`src/hw/dcache_bus_pkg.sv`:
```
package dcache_bus_pkg;

	// ============================================================
	// Beat geometry
	// ============================================================

	// One bus beat carries a quarter of a cache line
	localparam int BEAT_BITS = 128;
	localparam int BEATS_PER_LINE = 4;

	// One byte select per byte lane of a beat
	localparam int SEL_BITS = 16;
	localparam int ADDR_BITS = 32;

	// Byte offset of a beat inside its line starts above these bits
	localparam int BEAT_OFFSET_BITS = $clog2(SEL_BITS);

	// Width of the beat number and of the slot number in a tranid
	localparam int BEAT_ID_BITS = $clog2(BEATS_PER_LINE);
	localparam int SLOT_ID_BITS = 2;

	// ============================================================
	// Bus commands and transaction ids
	// ============================================================

	// Store covers both uncached and write-through writes
	typedef enum logic [1:0] {
		LOAD_LINE = 2'd0,
		LOAD_UNCACHED = 2'd1,
		STORE = 2'd2
	} bus_cmd_t;

	// The slot number sits above the beat number so that a response
	// can be routed straight back to its slot and beat position
	typedef struct packed {
		logic [SLOT_ID_BITS-1:0] slot;
		logic [BEAT_ID_BITS-1:0] beat;
	} tranid_t;

	// A bus master holds cyc high until it sees ack or rty
	typedef struct packed {
		logic cyc;
		logic we;
		bus_cmd_t cmd;
		tranid_t tranid;
		logic [ADDR_BITS-1:0] address;
		logic [SEL_BITS-1:0] sel;
		logic [BEAT_BITS-1:0] data;
	} beat_req_t;

	// Ack and rty are single-cycle pulses from the memory side
	typedef struct packed {
		logic ack;
		logic rty;
		tranid_t tranid;
		logic [BEAT_BITS-1:0] data;
	} beat_resp_t;

endpackage

```
`src/hw/bus_issue.sv`:
```
`timescale 1ns/1ps

module bus_issue #(
	parameter int SLOTS = 4,
	parameter int WAIT_CYCLES = 6,
	parameter logic [16:0] LFSR_SEED = 17'h0ace1
) (
	input logic clk_i,
	input logic rst_i,
	input logic [SLOTS-1:0] beat_pend_i,
	input dcache_bus_pkg::beat_req_t beat_req_i [SLOTS],
	output logic [SLOTS-1:0] issue_o,
	output dcache_bus_pkg::beat_req_t bus_req_o,
	input dcache_bus_pkg::beat_resp_t bus_resp_i
);

	localparam int SLOT_BITS = $clog2(SLOTS);
	localparam int CNT_BITS = $clog2(WAIT_CYCLES + 1);

	typedef enum logic [1:0] {
		ISS_IDLE,
		ISS_BUSY,
		ISS_BACKOFF
	} iss_state_t;

	iss_state_t state;
	logic any;
	logic [SLOT_BITS-1:0] pick_idx;
	dcache_bus_pkg::beat_req_t pick_req;
	dcache_bus_pkg::beat_req_t req_q;
	logic cyc_q;
	logic [CNT_BITS-1:0] wait_cnt;
	logic [16:0] lfsr;
	logic wait_over;

	slot_picker #(
		.payload_t(dcache_bus_pkg::beat_req_t),
		.SLOTS(SLOTS)
	) i_pick (
		.req_i(beat_pend_i),
		.payload_i(beat_req_i),
		.any_o(any),
		.index_o(pick_idx),
		.payload_o(pick_req)
	);

	// Picked slot marks its beat as out in the same clock we latch it
	assign issue_o = (state == ISS_IDLE && any) ? (SLOTS'(1) << pick_idx) : '0;

	// ============================================================
	// Random back-off source
	// ============================================================

	// 17-bit maximal length LFSR, taps at 17 and 14
	always_ff @(posedge clk_i, posedge rst_i) begin
		if (rst_i)
			lfsr <= LFSR_SEED;
		else
			lfsr <= {lfsr[15:0], lfsr[16] ^ lfsr[13]};
	end

	// Fixed wait first, then hold until two LFSR bits line up
	assign wait_over = (wait_cnt == CNT_BITS'(WAIT_CYCLES)) && lfsr[2] && lfsr[1];

	// ============================================================
	// Bus master FSM
	// ============================================================

	always_ff @(posedge clk_i, posedge rst_i) begin
		if (rst_i) begin
			state <= ISS_IDLE;
			cyc_q <= 1'b0;
			wait_cnt <= '0;
		end else begin
			case (state)
			ISS_IDLE: begin
				if (any) begin
					cyc_q <= 1'b1;
					state <= ISS_BUSY;
				end
			end
			ISS_BUSY: begin
				// Ack and retry both end the cycle, the slot sorts out which
				if (bus_resp_i.ack || bus_resp_i.rty) begin
					cyc_q <= 1'b0;
					wait_cnt <= '0;
					state <= ISS_BACKOFF;
				end
			end
			ISS_BACKOFF: begin
				if (wait_over)
					state <= ISS_IDLE;
				else if (wait_cnt != CNT_BITS'(WAIT_CYCLES))
					wait_cnt <= wait_cnt + 1'b1;
			end
			default: state <= ISS_IDLE;
			endcase
		end
	end

	// Beat contents stay put for the whole cycle
	always_ff @(posedge clk_i) begin
		if (state == ISS_IDLE && any)
			req_q <= pick_req;
	end

	always_comb begin
		bus_req_o = req_q;
		bus_req_o.cyc = cyc_q;
	end

endmodule

```
`src/hw/slot_picker.sv`:
```
`timescale 1ns/1ps

module slot_picker #(
	parameter type payload_t = logic,
	parameter int SLOTS = 4
) (
	input logic [SLOTS-1:0] req_i,
	input payload_t payload_i [SLOTS],
	output logic any_o,
	output logic [$clog2(SLOTS)-1:0] index_o,
	output payload_t payload_o
);

	localparam int IDX_BITS = $clog2(SLOTS);

	assign any_o = |req_i;

	// Scan from the top down so the lowest requester wins
	always_comb begin
		index_o = '0;
		for (int i = SLOTS-1; i >= 0; i--) begin
			if (req_i[i])
				index_o = IDX_BITS'(i);
		end
	end

	// Payload follows the winning index
	// With no requester this is slot zero and callers ignore it
	assign payload_o = payload_i[index_o];

endmodule

```
`config.mk`:
```
export PLATFORM = sky130hd
export DESIGN_NAME = bus_issue
export DESIGN_NICKNAME = d
export VERILOG_FILES = /design/src/hw/dcache_bus_pkg.sv /design/src/hw/bus_issue.sv /design/src/hw/slot_picker.sv
export SDC_FILE = /design/constraint.sdc
export NUM_CORES = 1
export LEC_CHECK = 0
export BUFFER_PORTS_ARGS = -buffer_cell sky130_fd_sc_hd__buf_4
export CORE_AREA = 10 10 410 412
export DETAILED_ROUTE_END_ITERATION = 10
export DIE_AREA = 0 0 420 422
export GPL_ROUTABILITY_DRIVEN = 0
export PLACE_DENSITY = 0.3
export SETUP_SLACK_MARGIN = 0.5
export SYNTH_ARGS = -nofsm -noshare
export SYNTH_HDL_FRONTEND = slang
export SYNTH_HIERARCHICAL = 1
export SYNTH_SLANG_ARGS = --single-unit
```
`constraint.sdc`:
```
create_clock -name clk_i -period 7.4 [get_ports clk_i]
set_input_delay 1.48 -clock clk_i [delete_from_list [all_inputs] [get_ports clk_i]]
set_output_delay 1.48 -clock clk_i [all_outputs]
set_load 0.1 [all_outputs]
```
==> impl_metrics.toml <==
[pwr]
power_frac_seq_pct = 25.0
internal_power_mw = 3.67
powerDensity_mw_per_mm2 = 375
ir_drop_mv = 0.213
power.leakage_nw = 8.38
power.switching_mw = 4.32
power.share.clock_pct = 21.3
power_mw = 7.98
switching_share_pct = 54.1
combPwrFrac_pct = 53.6

[grt]
antenna_found_initial = 30
grt_pass1_wl_um = 124000
grt_max_degree = 92
grt-ovfl-total = 0
grt_pass1_vias = 11145
grt.total_usage_pct = 10.6

[clock_tree]
path_clk_slew_ns = 0.05
cts_buffer_depth = 3
numCtsBuffers = 37
clock_latency_ns = 0.59
ctsHoldBuffers = 0
numClockSinks = 206
cts_resized = 0
cts_tree = "yes"
h-tree-depth = 2
post-cts-setup-buffers = 0
clockRootBuffer = "clkbuf_16"

[die]
core_area_mm2 = 0.160
dieWidth_um = 420
num_rows = 147
start_util_pct = 6.75
die_h_um = 422
dieArea_mm2 = 0.177
io_pins = 1064

[routing]
wl_per_cell_um = 28.0
first_pass_iters = 4
drt_iter0_drc = 612
vias = 9800
post-route-drc-count = 0
ant_nets = 0
viasPerCell = 2.78
finalWirelength_um = 98600

[critical_path]
worst-setup-path-type = "in -> out"
critPathLaunchType = "input pin"
cp_max_fo = 43
worstPathArrival_ns = 2.88
crit_required_ns = 5.92
endpoint_kind = "primary output"

[timing]
hold_violations = 0
period_needed_ns = 4.36
max_freq_mhz = 229
rsz0062_at_grt = "false"
holdWs_ns = 0.350
skew_ns = 0.0305
setup_viol = 0
drv_slew = 0
slew_headroom_pct = 26.4
fin_tns_setup_ns = 0
min_period_over_period_pct = 58.9
worst_pin_slew_ns = 1.10

[layout]
fin_cells = 3523
nets = 2283
drive_gt1_share_pct = 82.9
area_growth_pct = 97.4

[min_path]
min_path_type = "reg -> reg"

[yosys]
synth_nets = 1349
synth_area_mm2 = 0.0108
syn_inst = 471
avgSynthCellArea_um2 = 22.9
yosysWarnings = 6

[run_status]
status = "completed"

[placed_design]
dpl.cell_count = 3452
portBuffers = 927
dp_hpwl_um = 86500

[run]
drv_cap = 0
path summary, 6_finish.rpt:
kind	from	endpoint	slack, ns	cells after the start
max in group asynchronous	rst_i	lfsr[16]$_DFF_PP0_	5.77	2
min in group asynchronous	rst_i	cyc_q$_DFFE_PP0P_	1.10	2
worst max-delay path	beat_pend_i[2]	issue_o[2]	3.04	8
worst min register to register	lfsr[9]$_DFF_PP0_	lfsr[10]$_DFF_PP1_	0.35	0
worst max register to register	state[0]$_DFFE_PP0P_	bus_req_o[84]$_DFFE_PP_	4.48	5
worst min-delay path	lfsr[9]$_DFF_PP0_	lfsr[10]$_DFF_PP1_	0.35	0
power by group through the flow:
stage	clock network, mW	registers, mW	logic, mW
2_1_floorplan	0	4.39	0.499
3_3_place_gp	0	2.03	4.39
3_5_place_dp	0	2.03	4.39
4_1_cts	1.82	2.02	4.40
5_1_grt	1.86	2.04	4.45
6_report	1.70	2.00	4.28
flip-flops by register name (all words and copies together) (netlist names):
register   count
bus_req_o    183
cyc_q          1
state          2
lfsr          17
wait_cnt       3
per-stage QoR:
step	utilization [%]	setup slack [ns]	cell area (um^2)
2_1_floorplan	-	0.819	10800
3_3_place_gp	12.6	2.87	20100
3_5_place_dp	12.6	2.89	20100
4_1_cts	13.3	2.89	21300
5_1_grt	13.3	2.84	21300
6_report	13.3	3.04	21300
cell usage in the layout, fill, tap and decap left out, types with 2 or more instances in the layout:
master and count:
buf_12 2, buf_4 934, bufinv_16 2, clkbuf_1 8
clkbuf_16 37, clkinv_1 5, clkinv_2 7, dfrtp_1 15
dfstp_2 8, diode_2 5, edfxtp_1 183, ha_1 2
inv_1 5, inv_6 4, inv_8 2, mux4_2 183
nand2_1 6, nand3_1 2, nor2_1 6, o21ai_0 3
metal layers:
layer	vias up	track usage (%)	part of all wire [%]
li1	4040	-	-
met1	5150	11.5	36
met2	507	18.6	51
met3	89	4.85	10
met4	14	2.41	2.3
met5	-	0	0.097
cell type report:
| cell class | count | area, um^2 |
|---|---|---|
| Fill cell | 17955 | 139000 |
| Clock buffer | 46 | 970 |
| Sequential cell | 206 | 6080 |
| Timing Repair Buffer | 936 | 7050 |
| Inverter | 6 | 30.0 |
| Clock inverter | 20 | 166 |
| Antenna cell | 5 | 12.5 |
| Multi-Input combinational cell | 218 | 4370 |
| Tap cell | 2086 | 2610 |
worst max-delay path, stage by stage:
cell	delay [ns]
buf_4	0.09
nor2_1	0.07
nand2_1	0.21
nand2_2	0.17
inv_8	0.27
nand2_1	0.11
nor2_1	0.15
buf_4	0.32
Note: power is estimated with default switching activity, not from simulation.
