===== config.mk =====
export PLATFORM = sky130hd
export DESIGN_NAME = request_steer
export DESIGN_NICKNAME = d
export VERILOG_FILES = /design/src/hw/dcache_bus_pkg.sv /design/src/hw/dcache_line_pkg.sv /design/src/hw/request_steer.sv
export SDC_FILE = /design/constraint.sdc
export NUM_CORES = 1
export LEC_CHECK = 0
export BUFFER_PORTS_ARGS = -buffer_cell sky130_fd_sc_hd__buf_2
export CORE_AREA = 2 2 489 491
export CTS_CLUSTER_SIZE = 20
export DETAILED_ROUTE_END_ITERATION = 8
export DIE_AREA = 0 0 491 493
export PLACE_DENSITY = 0.3
export SLEW_MARGIN = 20
export SYNTH_ARGS = -nofsm -noshare
export SYNTH_HDL_FRONTEND = slang
export SYNTH_SLANG_ARGS = --single-unit

===== constraint.sdc =====
create_clock -name clk_i -period 0.8 [get_ports clk_i]
set_input_delay 0.16 -clock clk_i [delete_from_list [all_inputs] [get_ports clk_i]]
set_output_delay 0.16 -clock clk_i [all_outputs]
set_load 0.02 [all_outputs]

===== src/hw/dcache_bus_pkg.sv =====
package dcache_bus_pkg;

	// ============================================================
	// Beat geometry
	// ============================================================

	// One bus beat carries a quarter of a cache line
	localparam int BEAT_BITS = 128;
	localparam int BEATS_PER_LINE = 4;

	// One byte select per byte lane of a beat
	localparam int SEL_BITS = 16;
	localparam int ADDR_BITS = 32;

	// Byte offset of a beat inside its line starts above these bits
	localparam int BEAT_OFFSET_BITS = $clog2(SEL_BITS);

	// Width of the beat number and of the slot number in a tranid
	localparam int BEAT_ID_BITS = $clog2(BEATS_PER_LINE);
	localparam int SLOT_ID_BITS = 2;

	// ============================================================
	// Bus commands and transaction ids
	// ============================================================

	// Store covers both uncached and write-through writes
	typedef enum logic [1:0] {
		LOAD_LINE = 2'd0,
		LOAD_UNCACHED = 2'd1,
		STORE = 2'd2
	} bus_cmd_t;

	// The slot number sits above the beat number so that a response
	// can be routed straight back to its slot and beat position
	typedef struct packed {
		logic [SLOT_ID_BITS-1:0] slot;
		logic [BEAT_ID_BITS-1:0] beat;
	} tranid_t;

	// A bus master holds cyc high until it sees ack or rty
	typedef struct packed {
		logic cyc;
		logic we;
		bus_cmd_t cmd;
		tranid_t tranid;
		logic [ADDR_BITS-1:0] address;
		logic [SEL_BITS-1:0] sel;
		logic [BEAT_BITS-1:0] data;
	} beat_req_t;

	// Ack and rty are single-cycle pulses from the memory side
	typedef struct packed {
		logic ack;
		logic rty;
		tranid_t tranid;
		logic [BEAT_BITS-1:0] data;
	} beat_resp_t;

endpackage


===== src/hw/dcache_line_pkg.sv =====
package dcache_line_pkg;

	// ============================================================
	// Line geometry
	// ============================================================

	// A cache line is four bus beats wide
	localparam int LINE_BITS = 512;

	// One select bit per byte of the line
	localparam int LINE_SEL_BITS = 64;

	// Address bits below the line boundary
	localparam int OFFSET_BITS = 6;

	// CPU transaction id, the low bits choose the slot
	typedef logic [3:0] cpu_tid_t;

	// ============================================================
	// CPU side request and response
	// ============================================================

	// Cyc is a one-cycle strobe from the CPU
	typedef struct packed {
		logic cyc;
		logic we;
		logic cacheable;
		cpu_tid_t tid;
		logic [dcache_bus_pkg::ADDR_BITS-1:0] address;
		logic [LINE_SEL_BITS-1:0] sel;
		logic [LINE_BITS-1:0] data;
	} line_req_t;

	// Ack pulses for one cycle when the whole line is back
	typedef struct packed {
		logic ack;
		cpu_tid_t tid;
		logic [dcache_bus_pkg::ADDR_BITS-1:0] address;
		logic [LINE_BITS-1:0] data;
	} line_resp_t;

endpackage


===== src/hw/request_steer.sv =====
`timescale 1ns/1ps

module request_steer #(
	parameter int SLOTS = 4
) (
	input logic clk_i,
	input logic rst_i,
	input dcache_line_pkg::line_req_t line_req_i,
	input logic [SLOTS-1:0] slot_busy_i,
	output logic [SLOTS-1:0] slot_load_o,
	output dcache_line_pkg::line_req_t slot_req_o,
	output logic [dcache_bus_pkg::BEATS_PER_LINE-1:0] beat_need_o
);

	localparam int SLOT_BITS = $clog2(SLOTS);
	localparam int BEATS = dcache_bus_pkg::BEATS_PER_LINE;
	localparam int SEL_BITS = dcache_bus_pkg::SEL_BITS;

	logic [SLOT_BITS-1:0] slot;
	logic accept;
	logic [BEATS-1:0] need;

	// The low tid bits pick the slot for this line
	assign slot = line_req_i.tid[SLOT_BITS-1:0];

	// A strobe aimed at a busy slot is dropped on the floor
	assign accept = line_req_i.cyc && !slot_busy_i[slot];

	// Cacheable loads fetch the whole line, everything else only touches
	// the beats that have at least one byte select set
	always_comb begin
		for (int b = 0; b < BEATS; b++) begin
			if (line_req_i.cacheable && !line_req_i.we)
				need[b] = 1'b1;
			else
				need[b] = |line_req_i.sel[b*SEL_BITS +: SEL_BITS];
		end
	end

	// Load strobe, one hot on the target slot
	always_ff @(posedge clk_i, posedge rst_i) begin
		if (rst_i) begin
			slot_load_o <= '0;
		end else begin
			if (accept)
				slot_load_o <= SLOTS'(1) << slot;
			else
				slot_load_o <= '0;
		end
	end

	// Request and need mask are captured alongside the strobe
	always_ff @(posedge clk_i) begin
		if (accept) begin
			slot_req_o <= line_req_i;
			beat_need_o <= need;
		end
	end

endmodule


==> results of run 1 <==
==> power groups by stage <==
stage	combinational [mW]	sequential (mW)	clock, mW
detailed placement	14.8	41.8	0
CTS	19.9	41.7	37.6
finish	20.5	41.7	35.9
floorplan	0.527	43.5	0
global route	21.8	42.0	38.6
global placement	14.8	41.8	0
==> final cells by class <==
class                   count  area share [%]
clock inverters            42           0.979
flip-flops and latches    623            42.5
clock buffers             106            4.87
repair buffers           2008            42.0
well taps                3167            9.01
inverters                   2          0.0171
multi-input cells          32           0.492
diodes                     17          0.0967
==> layer usage <==
layer  vias to the layer above  share of wire [%]  global-route usage, %
met5                         -              0.065                      0
met4                        16                2.1                   2.68
met3                       195                 16                   9.32
met2                      1033                 42                   18.9
met1                      7925                 39                   14.7
li1                       6943                  -                      -
==> synth_stat cells <==
| master | count | area share [%] |
|---|---|---|
| nand2_1 | 1 | 0.020 |
| nor4_1 | 13 | 0.43 |
| nor2b_1 | 1 | 0.033 |
| edfxtp_1 | 619 | 98 |
| dfrtp_1 | 4 | 0.53 |
| nor3b_1 | 1 | 0.040 |
| mux4_1 | 1 | 0.14 |
| or4_1 | 4 | 0.16 |
| nor3_1 | 1 | 0.026 |
| inv_1 | 2 | 0.040 |
| nand4_1 | 4 | 0.13 |
| nor2_1 | 5 | 0.099 |
| nor4b_1 | 1 | 0.046 |
==> worst paths after layout <==
path	startpoint	cells after the start	slack, ns	endpoint
max	slot_req_o[555]$_DFFE_PP_	2	-0.81	slot_req_o[555]
min	line_req_i[612]	5	0.11	beat_need_o[1]$_SDFFCE_PP1P_
max in group asynchronous	rst_i	4	0.18	slot_load_o[0]$_DFF_PP0_
min in group asynchronous	rst_i	4	0.46	slot_load_o[2]$_DFF_PP0_
==> flip-flops by register name (all words and copies together), names as in the netlist <==
name	count
beat_need_o	4
slot_load_o	4
slot_req_o	615
==> worst min-delay path, delay by kind of cell <==
| family | cells | cell delay (ns) |
|---|---|---|
| AND/OR/NAND/NOR | 3 | 0.30 |
| buffers and inverters | 2 | 0.24 |
==> timing repair <==
item | in CTS | in global routing
gates resized for setup | 838 | 211
buffers inserted | 0 | 9
setup endpoints to repair | 1243 | 1246
pin swaps | 0 | 1
hold buffers | 621 | 1
cloned | 0 | 24
hold endpoints to repair | 627 | 5
==> kinds of logic (layout without fill, tap and decap cells) <==
kind of cell,after synthesis,after routing,synth area share (%)
buf+inv,2,2158,0.0397
flops,623,623,98.8
mux,1,1,0.139
other cells,0,17,0
simple gates,31,31,0.986
==> flow_metrics.py, run 1 <==
metrics = {
    "run_status": {
        "status": "finished with violations",
        "violations": "setup timing",
    },
    "grt": {
        "grt_max_degree": 55,
        "grt_pass1_wl_mm": 196,
        "grt-ovfl-total": 0,
        "antenna_found_initial": 61,
        "grt_pass1_vias": 17500,
        "grt_use_total_pct": 12.7,
    },
    "critical_path": {
        "critPathRequiredTime_ns": 0.64,
        "critPathCaptureType": "output port",
        "critPathSlowestCell": "edfxtp_1",
        "crit_fanout": 1,
        "worst_path_dominant_cell_family": "flip-flops",
        "cp_common_cell": "buf_12",
        "crit_path_cell_trace": "buf_12, buf_12",
        "arrival_ns": 1.45,
        "path_buf_inv": 2,
        "start_kind": "flip-flop",
        "crit_type": "reg2out",
        "slowest_delay_ns": 0.45,
    },
    "route": {
        "via_count": 16100,
        "routed_wirelength_mm": 163,
        "drc": 0,
        "vias_per_cell": 2.69,
        "ant_nets": 0,
        "wl_per_cell_um": 27.1,
        "drt_iter0_markers": 881,
        "drt_first_pass_iters": 4,
    },
    "clocking": {
        "ctsRootBufferMaster": "clkbuf_16",
        "clk_pin_slew_ns": 0.06,
        "max-clock-path-buffers": 3,
        "cts_tree": "done",
        "cts_sinks": 623,
        "numCtsBuffers": 81,
        "h-tree-depth": 3,
    },
    "power_and_ir_drop": {
        "vdd_drop_max_v": 0.00168,
        "cellLeakagePower_nw": 17.1,
        "swShare_pct": 28.7,
        "switchingPower_mw": 28.2,
        "seqPwrFrac_pct": 42.5,
        "clkPwrFrac_pct": 36.6,
        "combPwrFrac_pct": 20.9,
        "powerDensity_mw_per_mm2": 2230,
        "power.internal_mw": 69.9,
        "finalPower_mw": 98.1,
    },
    "layout": {
        "regArea_sq_mm": 0.0187,
        "area.growth.synth_to_final_pct": 133,
        "multi_input_area_sq_um": 216,
        "layout_commonest_cell": "buf_2",
        "fin_util_pct": 18.6,
        "num-fill-cells": 25900,
        "final_layout_size_suffix_gt1_share_pct": 53.3,
        "layout_common_cells": "buf_2 (683), dlygate4sd3_1 (621), edfxtp_1 (619)",
        "design_area_sq_mm": 0.0440,
        "finalNonFillerCells": 5997,
        "final_nets": 3369,
    },
    "logic_synthesis": {
        "syn_nets": 1278,
        "synth_seq_cells": 623,
        "ys_types": 13,
        "postSynthCellCount": 657,
        "netlist_area_sq_mm": 0.0189,
        "synth-seq-area-share_pct": 98.8,
        "yosysWarningCount": 0,
        "synth.avg_cell_area_sq_um": 28.8,
    },
    "placed_design": {
        "place_inst": 5181,
        "dp_hpwl_mm": 139,
        "place_area_sq_mm": 0.0312,
        "dp_slack_ns": -1.25,
        "portBuffers": 1243,
        "gp_congestion": 0.853,
    },
    "sta": {
        "drv_slew": 0,
        "setup_viol": 1246,
        "hold_slack_ns": 0.108,
        "worst_slack_ns": -0.806,
        "period_share_pct": 201,
        "tightest_slew_ns": 0.326,
        "slew_headroom_pct": 78.0,
        "finalSetupTns_ns": -668.22,
        "timing.fmax_mhz": 623,
        "hold_violations": 0,
        "rsz0062_at_grt": "yes",
        "period_needed_ns": 1.61,
    },
    "job": {
        "drv_cap": 0,
    },
    "worst_hold_path": {
        "min_path_type": "in2reg",
    },
    "floorplan": {
        "io_pins": 1244,
        "die_h_um": 493,
        "fp.dieW_um": 491,
        "rows": 179,
        "initial_utilization_pct": 7.98,
        "design.die.area_sq_mm": 0.242,
        "coreArea_sq_mm": 0.237,
    },
}
(Power assumes the default switching activity.)
==> run 2, diff against run 1 <==
--- a/config.mk
+++ b/config.mk
@@ -5,12 +5,14 @@
 export SDC_FILE = /design/constraint.sdc
 export NUM_CORES = 1
 export LEC_CHECK = 0
-export BUFFER_PORTS_ARGS = -buffer_cell sky130_fd_sc_hd__buf_2
+export BUFFER_PORTS_ARGS = -buffer_cell sky130_fd_sc_hd__buf_4
 export CORE_AREA = 2 2 489 491
 export CTS_CLUSTER_SIZE = 20
 export DETAILED_ROUTE_END_ITERATION = 8
 export DIE_AREA = 0 0 491 493
 export PLACE_DENSITY = 0.3
+export RECOVER_POWER = 50
+export SETUP_SLACK_MARGIN = 0.02
 export SLEW_MARGIN = 20
 export SYNTH_ARGS = -nofsm -noshare
 export SYNTH_HDL_FRONTEND = slang
==> flow_metrics.py, run 2 (synthesis results as in run 1) <==
metrics = {
    "run_status": {
        "status": "finished with violations",
        "violations": "setup timing",
    },
    "route": {
        "wl_per_cell_um": 27.4,
        "drc": 0,
        "routed_wirelength_mm": 165,
        "vias_per_cell": 2.69,
        "drt_first_pass_iters": 5,
        "ant_nets": 0,
        "drt_iter0_markers": 881,
        "via_count": 16100,
    },
    "power_and_ir_drop": {
        "swShare_pct": 28.6,
        "combPwrFrac_pct": 21.4,
        "powerDensity_mw_per_mm2": 2190,
        "switchingPower_mw": 28.5,
        "cellLeakagePower_nw": 17.4,
        "finalPower_mw": 99.5,
        "power.internal_mw": 71.1,
        "seqPwrFrac_pct": 42.0,
        "clkPwrFrac_pct": 36.6,
        "vdd_drop_max_v": 0.00145,
    },
    "clocking": {
        "numCtsBuffers": 83,
        "cts_tree": "done",
        "clk_pin_slew_ns": 0.06,
        "max-clock-path-buffers": 3,
        "h-tree-depth": 3,
        "ctsRootBufferMaster": "clkbuf_16",
        "cts_sinks": 623,
    },
    "sta": {
        "drv_slew": 0,
        "worst_slack_ns": -0.850,
        "finalSetupTns_ns": -670.39,
        "rsz0062_at_grt": "yes",
        "hold_violations": 0,
        "setup_viol": 1246,
        "tightest_slew_ns": 0.444,
        "period_share_pct": 206,
        "timing.fmax_mhz": 606,
        "period_needed_ns": 1.65,
        "slew_headroom_pct": 70.3,
    },
    "layout": {
        "layout_common_cells": "dlygate4sd3_1 (621), edfxtp_1 (619), buf_6 (615)",
        "regMostFlops": "slot_req_o",
        "layout_commonest_cell": "dlygate4sd3_1",
        "design_area_sq_mm": 0.0454,
        "multi_input_area_sq_um": 216,
        "final_nets": 3374,
        "regArea_sq_mm": 0.0187,
        "final_layout_size_suffix_gt1_share_pct": 52.0,
        "reg.largest.list": "slot_req_o x615, beat_need_o x4, slot_load_o x4",
        "area.growth.synth_to_final_pct": 140,
        "largest_reg_flops": 615,
        "num-fill-cells": 25800,
    },
    "floorplan": {
        "fp.dieW_um": 491,
        "io_pins": 1244,
        "die_h_um": 493,
        "rows": 179,
        "initial_utilization_pct": 7.98,
        "design.die.area_sq_mm": 0.242,
        "coreArea_sq_mm": 0.237,
    },
    "grt": {
        "use_met2_pct": 19.1,
        "antenna_found_initial": 44,
        "grt-busiest-layer": "met2",
        "grt_pass1_wl_mm": 199,
        "grt_use_total_pct": 12.9,
        "grt-ovfl-total": 0,
        "use_met1_pct": 14.7,
        "grt_pass1_vias": 17700,
        "grt_max_degree": 39,
        "met3_usage_pct": 10.0,
    },
    "critical_path": {
        "critPathSlowestCell": "edfxtp_1",
        "cp_common_cell": "buf_12",
        "crit_fanout": 1,
        "critPathRequiredTime_ns": 0.64,
        "crit_type": "reg2out",
        "slowest_delay_ns": 0.49,
        "worst_path_dominant_cell_family": "flip-flops",
        "critPathCaptureType": "output port",
        "crit_path_cell_trace": "buf_12, buf_12",
        "start_kind": "flip-flop",
        "critPathLaunch": "slot_req_o[555]$_DFFE_PP_",
        "arrival_ns": 1.49,
        "path_buf_inv": 2,
    },
    "placed_design": {
        "portBuffers": 1243,
        "dp_hpwl_mm": 140,
        "gp_congestion": 0.863,
        "dp_slack_ns": -1.26,
        "place_area_sq_mm": 0.0334,
    },
    "worst_hold_path": {
        "worst_hold_startpoint": "line_req_i[613]",
        "min_path_type": "in2reg",
        "worstHoldPathCells": 5,
        "min_to": "beat_need_o[1]$_SDFFCE_PP1P_",
    },
    "job": {
        "drv_cap": 0,
    },
}
==> run 2: worst max-delay path by stage <==
stage	end	cells past startpoint	slack, ns
2_1_floorplan	beat_need_o[0]$_SDFFCE_PP1P_	2	-9.51
3_3_place_gp	slot_req_o[226]$_DFFE_PP_	5	-1.26
3_5_place_dp	slot_req_o[226]$_DFFE_PP_	5	-1.26
4_1_cts	slot_req_o[554]	2	-0.98
5_1_grt	slot_req_o[554]	2	-0.95
6_report	slot_req_o[555]	2	-0.85
==> run 2: stage by stage <==
step	hold slack (ns)	util, %	instances
after floorplan	-0.0739	-	657
after global placement	0.0897	14.1	5175
after detailed placement	0.0932	14.1	5175
after CTS	0.0523	19.0	5967
after global routing	0.102	19.2	5994
final	0.159	19.2	5998
==> run 2: metal layers <==
layer  wire (um)  up-vias
li1            -     6950
met1       64100     7984
met2       69700     1027
met3       27700      165
met4        3050       10
met5          65        -
==> run 2: final cells by class <==
class / count / area share, %
Timing Repair Buffer: 2011 / 43.8
Antenna cell: 10 / 0.0551
Multi-Input combinational cell: 32 / 0.477
Clock inverter: 43 / 0.893
Tap cell: 3167 / 8.73
Clock buffer: 110 / 4.87
Sequential cell: 623 / 41.2
Inverter: 2 / 0.0165
==> run 2: power groups by stage <==
stage | clock (mW) | sequential [mW] | combinational (mW)
after floorplan | 0 | 43.5 | 0.527
final | 36.5 | 41.8 | 21.3
after CTS | 38.0 | 41.9 | 21.6
after global routing | 39.0 | 42.1 | 22.6
after global placement | 0 | 42.0 | 16.5
after detailed placement | 0 | 41.9 | 16.4
==> run 2: what timing repair did <==
action / in CTS / in global routing
buffers inserted: 12 / 11
setup endpoints to repair: 1243 / 1246
hold buffers: 621 / 1
cloned: 7 / 14
resized for setup: 655 / 40
endpoints found under the hold margin: 627 / 5
pin swaps: 1 / 1
